[src/source/soc_cfg.svh]
// board peripheral configuration
`ifndef SOC_CFG_SVH
`define SOC_CFG_SVH

// ==============================
// register bus widths
// ==============================
`define SOC_DATA_W 8
`define SOC_ADDR_W 4

// address bit splitting
// region bit picks the peripheral, local bit picks the register inside it
`define SOC_REGION_BIT 1
`define SOC_LOCAL_BIT 0

// ==============================
// address map
// ==============================
// uart tx data, write only
`define ADDR_UART_TXDATA 4'h0
// uart status, read only
`define ADDR_UART_STATUS 4'h1
// led register, read and write
`define ADDR_GPIO_LED 4'h2
// dip switches, read only
`define ADDR_GPIO_SW 4'h3

// ==============================
// peripheral sizes
// ==============================
// clocks per serial bit, short for simulation
`define UART_CLKS_PER_BIT 8
`define GPIO_LED_W 8
`define GPIO_SW_W 4

`endif

[src/source/soc_pkg.sv]
// board peripheral shared types
`include "soc_cfg.svh"

package soc_pkg;

  // ==============================
  // register bus types
  // ==============================

  // full bus address
  typedef logic [`SOC_ADDR_W-1:0] reg_addr_t;

  // one register data word
  typedef logic [`SOC_DATA_W-1:0] reg_data_t;

  // ==============================
  // uart status word
  // ==============================

  // bit 0 busy, bit 1 overrun
  // upper bits always zero
  typedef struct packed {
    logic [`SOC_DATA_W-3:0] rsvd;
    logic                   overrun;
    logic                   busy;
  } uart_status_t;

endpackage

[src/source/periph_bus_if.sv]
// peripheral register port
`timescale 1ns/1ps

interface periph_bus_if;
  import soc_pkg::*;

  // peripheral selected for this access
  logic      sel;
  // write strobe, already qualified by sel
  logic      wr;
  // read strobe, already qualified by sel
  logic      rd;
  // local register select bit
  logic      addr;
  // write data
  reg_data_t wdata;
  // read data, combinational from the peripheral
  reg_data_t rdata;

  // bus multiplexer side
  modport mux (
    output sel,
    output wr,
    output rd,
    output addr,
    output wdata,
    input  rdata
  );

  // peripheral side
  modport periph (
    input  sel,
    input  wr,
    input  rd,
    input  addr,
    input  wdata,
    output rdata
  );

endinterface

[src/source/uart_tx.sv]
// uart transmitter
`timescale 1ns/1ps
`include "soc_cfg.svh"

module uart_tx #(
  parameter int CLKS_PER_BIT = `UART_CLKS_PER_BIT
) (
  input  logic         clk,
  input  logic         i_rst_n,
  output logic         o_uart_td,
  periph_bus_if.periph bus
);
  import soc_pkg::*;

  // baud counter needs at least one bit
  localparam int CNT_W = (CLKS_PER_BIT > 1) ? $clog2(CLKS_PER_BIT) : 1;
  localparam logic [CNT_W-1:0] BAUD_LAST = CNT_W'(CLKS_PER_BIT - 1);
  // start + 8 data + stop, numbered 0..9
  localparam logic [3:0] LAST_BIT = 4'd9;
  localparam reg_addr_t TXDATA_A = `ADDR_UART_TXDATA;
  localparam reg_addr_t STATUS_A = `ADDR_UART_STATUS;

  logic [CNT_W-1:0] baud_cnt;
  logic [3:0]       bit_cnt;
  reg_data_t        tx_shreg;
  logic             busy_q;
  logic             ovr_q;
  logic             td_q;

  logic             wr_txdata;
  logic             rd_status;
  logic             accept;
  logic             baud_end;
  logic             shift_en;
  uart_status_t     status_w;

  // ==============================
  // register strobes
  // ==============================
  assign wr_txdata = bus.sel & bus.wr & (bus.addr == TXDATA_A[`SOC_LOCAL_BIT]);
  assign rd_status = bus.sel & bus.rd & (bus.addr == STATUS_A[`SOC_LOCAL_BIT]);

  // new byte only taken when line is idle
  assign accept = wr_txdata & ~busy_q;

  // last clock of the current bit
  assign baud_end = (baud_cnt == BAUD_LAST);
  // move to the next bit, not past the stop bit
  assign shift_en = busy_q & baud_end & (bit_cnt != LAST_BIT);

  // ==============================
  // frame sequencing
  // ==============================
  always_ff @(posedge clk or negedge i_rst_n) begin
    if (!i_rst_n) begin
      busy_q   <= 1'b0;
      td_q     <= 1'b1;
      baud_cnt <= '0;
      bit_cnt  <= '0;
    end else if (accept) begin
      // start bit goes out right away
      busy_q   <= 1'b1;
      td_q     <= 1'b0;
      baud_cnt <= '0;
      bit_cnt  <= '0;
    end else if (busy_q) begin
      if (baud_end) begin
        baud_cnt <= '0;
        if (bit_cnt == LAST_BIT) begin
          // stop bit done, back to idle
          busy_q <= 1'b0;
          td_q   <= 1'b1;
        end else begin
          td_q    <= tx_shreg[0];
          bit_cnt <= bit_cnt + 4'd1;
        end
      end else begin
        baud_cnt <= baud_cnt + 1'b1;
      end
    end
  end

  // data shifter, lsb first
  // ones shifted in from the top form the stop bit
  always_ff @(posedge clk) begin
    if (accept) begin
      tx_shreg <= bus.wdata;
    end else if (shift_en) begin
      tx_shreg <= {1'b1, tx_shreg[`SOC_DATA_W-1:1]};
    end
  end

  // ==============================
  // overrun flag
  // ==============================
  // sticky, set by a write during a frame
  // cleared when status is read
  always_ff @(posedge clk or negedge i_rst_n) begin
    if (!i_rst_n) begin
      ovr_q <= 1'b0;
    end else if (wr_txdata & busy_q) begin
      ovr_q <= 1'b1;
    end else if (rd_status) begin
      ovr_q <= 1'b0;
    end
  end

  // status word
  always_comb begin
    status_w         = '0;
    status_w.overrun = ovr_q;
    status_w.busy    = busy_q;
  end

  // txdata is write only and reads zero
  assign bus.rdata = (bus.addr == STATUS_A[`SOC_LOCAL_BIT]) ? reg_data_t'(status_w) : '0;

  assign o_uart_td = td_q;

endmodule

[src/source/gpio_ctrl.sv]
// gpio leds and switches
`timescale 1ns/1ps
`include "soc_cfg.svh"

module gpio_ctrl (
  input  logic                   clk,
  input  logic                   i_rst_n,
  input  logic [`GPIO_SW_W-1:0]  i_sw,
  output logic [`GPIO_LED_W-1:0] o_led,
  periph_bus_if.periph           bus
);
  import soc_pkg::*;

  localparam reg_addr_t LED_A = `ADDR_GPIO_LED;
  localparam reg_addr_t SW_A  = `ADDR_GPIO_SW;

  // led output register
  logic [`GPIO_LED_W-1:0] led_q;
  // switch synchronizer stages
  logic [`GPIO_SW_W-1:0]  sw_meta;
  logic [`GPIO_SW_W-1:0]  sw_sync;
  logic                   led_wr;

  // ==============================
  // led register
  // ==============================
  // writes to the switch address are ignored
  assign led_wr = bus.sel & bus.wr & (bus.addr == LED_A[`SOC_LOCAL_BIT]);

  always_ff @(posedge clk or negedge i_rst_n) begin
    if (!i_rst_n) begin
      led_q <= '0;
    end else if (led_wr) begin
      led_q <= bus.wdata[`GPIO_LED_W-1:0];
    end
  end

  // leds follow the register directly
  assign o_led = led_q;

  // ==============================
  // switch input
  // ==============================
  // switches are asynchronous to clk
  // two flops before anything reads them
  always_ff @(posedge clk or negedge i_rst_n) begin
    if (!i_rst_n) begin
      sw_meta <= '0;
      sw_sync <= '0;
    end else begin
      sw_meta <= i_sw;
      sw_sync <= sw_meta;
    end
  end

  // ==============================
  // read data
  // ==============================
  // switches zero extended into the data word
  assign bus.rdata = (bus.addr == SW_A[`SOC_LOCAL_BIT]) ? reg_data_t'(sw_sync)
                                                        : reg_data_t'(led_q);

endmodule

[src/source/periph_bus_mux.sv]
// register bus multiplexer
`timescale 1ns/1ps
`include "soc_cfg.svh"

module periph_bus_mux (
  input  logic               clk,
  input  logic               i_rst_n,
  input  logic               i_bus_wr,
  input  logic               i_bus_rd,
  input  soc_pkg::reg_addr_t i_bus_addr,
  input  soc_pkg::reg_data_t i_bus_wdata,
  output soc_pkg::reg_data_t o_bus_rdata,
  output logic               o_bus_rvalid,
  periph_bus_if.mux          uart_bus,
  periph_bus_if.mux          gpio_bus
);
  import soc_pkg::*;

  logic      mapped;
  logic      region_gpio;
  logic      uart_sel;
  logic      gpio_sel;
  logic      local_bit;
  reg_data_t rd_mux;

  // ==============================
  // address decode
  // ==============================
  // everything above the region bit must be zero
  assign mapped      = (i_bus_addr[`SOC_ADDR_W-1:`SOC_REGION_BIT+1] == '0);
  // region 0 uart, region 1 gpio
  assign region_gpio = i_bus_addr[`SOC_REGION_BIT];
  assign uart_sel    = mapped & ~region_gpio;
  assign gpio_sel    = mapped & region_gpio;
  // register inside the peripheral is its own business
  assign local_bit   = i_bus_addr[`SOC_LOCAL_BIT];

  // uart port
  assign uart_bus.sel   = uart_sel;
  assign uart_bus.wr    = i_bus_wr & uart_sel;
  assign uart_bus.rd    = i_bus_rd & uart_sel;
  assign uart_bus.addr  = local_bit;
  assign uart_bus.wdata = i_bus_wdata;

  // gpio port
  assign gpio_bus.sel   = gpio_sel;
  assign gpio_bus.wr    = i_bus_wr & gpio_sel;
  assign gpio_bus.rd    = i_bus_rd & gpio_sel;
  assign gpio_bus.addr  = local_bit;
  assign gpio_bus.wdata = i_bus_wdata;

  // ==============================
  // read return
  // ==============================
  // unmapped reads give zero
  always_comb begin
    rd_mux = '0;
    if (uart_sel) begin
      rd_mux = uart_bus.rdata;
    end else if (gpio_sel) begin
      rd_mux = gpio_bus.rdata;
    end
  end

  // one cycle read latency
  always_ff @(posedge clk or negedge i_rst_n) begin
    if (!i_rst_n) begin
      o_bus_rvalid <= 1'b0;
    end else begin
      o_bus_rvalid <= i_bus_rd;
    end
  end

  // data only meaningful while rvalid is high
  always_ff @(posedge clk) begin
    if (i_bus_rd) begin
      o_bus_rdata <= rd_mux;
    end
  end

endmodule

[src/source/board_top.sv]
// board peripheral top
`timescale 1ns/1ps
`include "soc_cfg.svh"

module board_top (
  input  logic                   clk,
  input  logic                   i_rst_n,
  // external register bus
  input  logic                   i_bus_wr,
  input  logic                   i_bus_rd,
  input  soc_pkg::reg_addr_t     i_bus_addr,
  input  soc_pkg::reg_data_t     i_bus_wdata,
  output soc_pkg::reg_data_t     o_bus_rdata,
  output logic                   o_bus_rvalid,
  // board pins
  input  logic [`GPIO_SW_W-1:0]  i_sw,
  output logic                   o_uart_td,
  output logic [`GPIO_LED_W-1:0] o_led
);

  // ==============================
  // peripheral ports
  // ==============================
  periph_bus_if uart_if ();
  periph_bus_if gpio_if ();

  // decode and read merge
  periph_bus_mux bus_mux0 (
    .clk          (clk),
    .i_rst_n      (i_rst_n),
    .i_bus_wr     (i_bus_wr),
    .i_bus_rd     (i_bus_rd),
    .i_bus_addr   (i_bus_addr),
    .i_bus_wdata  (i_bus_wdata),
    .o_bus_rdata  (o_bus_rdata),
    .o_bus_rvalid (o_bus_rvalid),
    .uart_bus     (uart_if.mux),
    .gpio_bus     (gpio_if.mux)
  );

  // ==============================
  // peripherals
  // ==============================
  // serial transmit line
  uart_tx #(
    .CLKS_PER_BIT (`UART_CLKS_PER_BIT)
  ) uart_tx0 (
    .clk       (clk),
    .i_rst_n   (i_rst_n),
    .o_uart_td (o_uart_td),
    .bus       (uart_if.periph)
  );

  // leds and dip switches
  gpio_ctrl gpio0 (
    .clk     (clk),
    .i_rst_n (i_rst_n),
    .i_sw    (i_sw),
    .o_led   (o_led),
    .bus     (gpio_if.periph)
  );

endmodule

[config.mk]
export PLATFORM = sky130hd
export DESIGN_NAME = board_top
export DESIGN_NICKNAME = d
export VERILOG_FILES = /design/src/source/soc_pkg.sv /design/src/source/periph_bus_if.sv /design/src/source/uart_tx.sv /design/src/source/gpio_ctrl.sv /design/src/source/periph_bus_mux.sv /design/src/source/board_top.sv
export VERILOG_INCLUDE_DIRS = /design/src /design/src/source
export SDC_FILE = /design/constraint.sdc
export NUM_CORES = 1
export LEC_CHECK = 0
export BUFFER_PORTS_ARGS = -buffer_cell sky130_fd_sc_hd__buf_4
export CORE_MARGIN = 8
export CORE_UTILIZATION = 25
export CTS_CLUSTER_DIAMETER = 60
export DETAILED_ROUTE_END_ITERATION = 6
export PLACE_DENSITY_LB_ADDON = 0.05
export SLEW_MARGIN = 20
export SYNTH_ARGS = -nofsm -noshare
export SYNTH_HDL_FRONTEND = slang
export SYNTH_SLANG_ARGS = --single-unit
[constraint.sdc]
create_clock -name clk -period 2.5 [get_ports clk]
set_input_delay 0.125 -clock clk [delete_from_list [all_inputs] [get_ports clk]]
set_output_delay 0.125 -clock clk [all_outputs]
set_load 0.05 [all_outputs]
# Word-level counts from Yosys, hierarchy flattened
# Cells that the tools add are included.
# totals
reg_bits	43
input_bits	20
out_inout_bits	18
wordCells	65
# op_classes
n_eq_ne	4
reduce_logical	7
add_sub_neg	2
n_bitwise	18
mux	23
# ops
op	count
$mux W8	5
$mux W4	4
$and A1 B1 Y1	15
$mux W1	10
$mux W3	3
$reduce_bool A2 Y1	4
$add A4 B1 Y4 const B	1
$eq A4 B4 Y1 const B	1
$ne A4 B4 Y1 const B	1
$add A3 B1 Y3 const B	1
$eq A3 B3 Y1 const B	1
$not A1 Y1	3
$reduce_and A3 Y1	1
$logic_not A2 Y1	1
$mux W2	1
$ne A2 B1 Y1 const B	1
$reduce_and A2 Y1	1

# Logic depth before layout (Yosys ltp)
# logic_depth
ltp_word	8
depth_mapped	6
depth_no_buf	5

# By module
# From an unflattened synthesis, not the netlist that was laid out.
# unflattened
hier_cells	169
area_unflattened_um2	2155.8
# modules_own_cells
module	area_each_um2	cells_per_inst	seq_area_each_um2	instances
uart_tx	965.9	82	491.7	1
gpio_ctrl	601.8	34	400.4	1
periph_bus_mux	588.1	53	265.3	1

# Least setup slack after synthesis
# No wires, ideal clock.
# synth_path
kind	register to register
startpoint	register uart_tx0.bit_cnt[0]
endpoint	register uart_tx0.tx_shreg[0] (enable)
path_slack_ps	565
t_arrival_ps	1551
path_buffers	1
path_stages_with_launch	5
required_ps	2116
period_less_slack_ps	1935
setup_ps	384
cell_sequence	dfrtp_1 > ha_1 > and3b_1 > clkbuf_1 > o21ai_0
# synth_between
elab_chain_len	3
# synth_rtl
item	line	text
from (decl)	uart_tx.sv:24	logic [3:0] bit_cnt;
from (signal assigned)	uart_tx.sv:75	bit_cnt <= bit_cnt + 4'd1;
$ne A4 B4 Y1	uart_tx.sv:49	assign shift_en = busy_q & baud_end & (bit_cnt != LAST_BIT);
$and A1 B1 Y1	uart_tx.sv:49	
$reduce_bool A2 Y1 (no line)	-	
to (signal assigned)	uart_tx.sv:87	tx_shreg <= bus.wdata;
to (signal assigned)	uart_tx.sv:89	tx_shreg <= {1'b1, tx_shreg[`SOC_DATA_W-1:1]};
to (decl)	uart_tx.sv:25	reg_data_t tx_shreg;
# Every way passes these cells.
# A chain may end at the register's enable or synchronous reset.

# Worst setup path after layout
# layout_path
startpoint	register uart_tx0.busy_q
endpoint	register uart_tx0.tx_shreg[7] (enable)
# layout_between
elab_chain_len	3
elab_cells_between_ends	5
cone_classes	4 x bitwise; 1 x reduce/logical
# layout_rtl
item	line	text
from (decl)	uart_tx.sv:26	logic busy_q;
from (signal assigned)	uart_tx.sv:56	busy_q <= 1'b0;
from (signal assigned)	uart_tx.sv:62	busy_q <= 1'b1;
from (signal assigned)	uart_tx.sv:71	busy_q <= 1'b0;
$and A1 B1 Y1 / $not A1 Y1 (equally long branches)	uart_tx.sv:49, uart_tx.sv:44	
$and A1 B1 Y1, on equally long branches	uart_tx.sv:49, uart_tx.sv:44	
$reduce_bool A2 Y1 (no line) *	-	
# Mark *: on every way between the ends. The rest lies on a longest branch, timed or not.

==> results.cfg <==
[yosys]
async_flop_share_pct = 62.79
synth_cell_types = 31
synth.ff_latch_count = 43
synthFlopType = dfrtp_1
syn-cell-area_um2 = 1783
yosysWarnings = 0
avgSynthCellArea_um2 = 14.50
synth-edff-count = 16
seq_area_frac_synth_pct = 64.91
synth_cells = 123
syn-num-nets = 147

[place]
dp.cells = 254
dp_slack_ns = 0.4889
finalWeightedCongestion = 0.7453
port-buffer-count = 37
dpl.hpwl_mm = 2.891

[setup_path]
cp-end-kind = flip-flop
cp_top_family = simple AND/OR/NAND/NOR gates
crit_path_top_delay_cell = or3_1
crit_fanout = 11
worstPathRequired_ns = 2.51
arrival_ns = 1.75
crit_buf_inv = 1
crit_type = reg -> reg
rrSetupSlack_ns = 0.76
critPathMaxStageDelay_ns = 0.61
critical_path.startpoint_type = flip-flop
crit_chain = or3_1 -> o21ai_0 -> buf_4

[timing]
hold_viol_final = 0
fin_worst_skew_ns = 0.01231
fin_tns_setup_ns = 0
fmax_mhz = 574.6
worst_pin_slew_ns = 0.4589
fin_ws_ns = 0.7595
setup_viol = 0
max_slew_margin_pct = 69.41
slew_viol_final = 0
layout_min_cycle_time_ns = 1.740
rsz0062_at_grt = no
period_share_pct = 69.62

[clock_network]
cts_num_sinks = 43
clock_latency_ns = 0.29
cts_tree = built
root_buffer = clkbuf_8
ctsHtreeMaxLevel = 2
cts_max_path_buffers = 2
clkTransAtPathRegs_ns = 0.09
cts_buffers = 5
post_cts_buffers = 0

[grt]
grt_util_all_layers_pct = 8.468
grt_pass1_wl_mm = 6.589
grt_remaining_overflow = 0
grt_max_degree = 28
antenna_found_initial = 0
grt_pass1_vias = 1222

[floorplanning]
die-area_um2 = 10090
initial_core_util_pct = 26.10
die-width_um = 100.5
core.rowCount = 30
die_h_um = 100.5
pin_count = 38
coreArea_um2 = 6832

[power]
ir_drop_mv = 0.4960
leakagePower_nw = 1.016
power.density_nw_per_um2 = 881.1

[detailed_routing]
drc = 0
detail-route-antenna-nets = 0
wirelength_mm = 3.988
wl_per_cell_um = 14.94
drt_iter0_markers = 14
first_pass_iters = 4
num_vias = 1136
viasPerCell = 4.255

[layout]
final.fill_count = 682
finalNonFillerCells = 267
final_nets = 194
drive_gt1_share_pct = 38.01
diodes = 0
area.growth.synth_to_final_pct = 30.46

[status]
status = completed

[min_path]
hold_path.class = in -> reg

[run]
drv_cap = 0
cell usage after synthesis (all sizes together) (4+ instances only):
library cell  count  area share [%]
dfrtp            26              36
mux2             17              12
edfxtp           16              27
a21oi             7             2.0
nor2              5             1.1
and2              4             1.4
ha                4             2.8
nand2             4            0.84
o21ai             4             1.1
or3               4             1.4
final cells by class:
class / instances / area [µm²] / area share (%)
Sequential cell: 43 / 1157 / 49.76
Multi-Input combinational cell: 72 / 579.3 / 24.91
Timing Repair Buffer: 45 / 350.3 / 15.06
Tap cell: 96 / 120.1 / 5.164
Clock buffer: 5 / 68.82 / 2.959
Clock inverter: 3 / 38.79 / 1.668
Inverter: 3 / 11.26 / 0.4841
routing by layer:
layer  routed length [µm]  global-route usage, %  vias up
met1                 1809                  10.01      563
li1                     -                      -      543
met3                  225                  3.246        5
met4                   36                  3.140        0
met2                 1916                  13.59       25
met5                    0                      0        -
metrics by stage:
stage	instance area (µm²)	hold WS, ns	utilization, %	power [mW]
after floorplan	1783	-0.1706	-	1.349
after global placement	2168	0.06867	31.74	1.519
after detailed placement	2168	0.07720	31.74	1.534
after CTS	2326	0.03970	34.05	2.087
after global routing	2326	0.04019	34.05	2.182
final	2326	0.04247	34.05	2.049
worst register-to-register path, cell delays in order, from the launching register on:
cell	delay [ns]
dfrtp_1	0.51
or3_1	0.61
o21ai_0	0.15
buf_4	0.19
final timing paths:
path / startpoint / endpoint / cells after the start
min reg2reg: gpio0.sw_meta[0] / gpio0.sw_sync[0] / 0
min: i_bus_rd / bus_mux0.o_bus_rvalid / 1
max reg2reg: uart_tx0.busy_q / uart_tx0.tx_shreg[7] / 3
max: uart_tx0.busy_q / uart_tx0.tx_shreg[7] / 3
min in group asynchronous: i_rst_n / gpio0.sw_sync[3] / 2
max in group asynchronous: i_rst_n / uart_tx0.o_uart_td / 2
sequential cells by signal, indices dropped and copies added (netlist names):
name and cells:
bus_mux0.o_bus_rdata 8, uart_tx0.bit_cnt 4, bus_mux0.o_bus_rvalid 1, uart_tx0.busy_q 1, uart_tx0.o_uart_td 1, uart_tx0.baud_cnt 3, gpio0.o_led 8, uart_tx0.ovr_q 1
gpio0.sw_sync 4, uart_tx0.tx_shreg 8, gpio0.sw_meta 4
power by group:
| group | leakage [nW] | total [mW] | internal [mW] | switching [mW] |
|---|---|---|---|---|
| sequential | 0.474 | 0.974 | 0.870 | 0.104 |
| combinational | 0.487 | 0.542 | 0.225 | 0.317 |
| clock | 0.0556 | 0.533 | 0.293 | 0.240 |
| total | 1.02 | 2.05 | 1.39 | 0.662 |
logic make-up after synthesis:
| logic type | Yosys count | share of synthesized area (%) |
|---|---|---|
| AOI/OAI and AO/OA | 19 | 6.527 |
| adders and majority gates | 4 | 2.807 |
| buffers and inverters | 8 | 2.596 |
| DFF | 43 | 64.91 |
| muxes | 20 | 13.89 |
| and+or+nand+nor | 29 | 9.263 |
cell usage in the layout, fill, tap and decap left out, types with 2 or more instances in the layout:
cell type,synthesis,layout
clkbuf_8,0,5
nor4b_1,2,2
nand3_1,2,2
buf_4,0,40
mux2_2,10,10
and2_1,4,4
dfrtp_1,26,26
nor3_1,3,3
a21oi_1,7,7
mux2_4,7,7
a22o_1,2,2
o21ai_0,4,4
dlygate4sd3_1,0,5
nand2_1,4,4
inv_1,3,3
a22oi_1,2,2
or3_1,4,4
nor2_1,5,5
edfxtp_1,16,16
mux2i_1,3,3
ha_1,4,4
what timing repair did:
action / 4_1_cts / 5_1_grt
hold buffers: 5 / 0
resized for setup: 0 / 0
endpoints found under the hold margin: 30 / 0
Note: power is estimated with default switching activity, not from simulation.
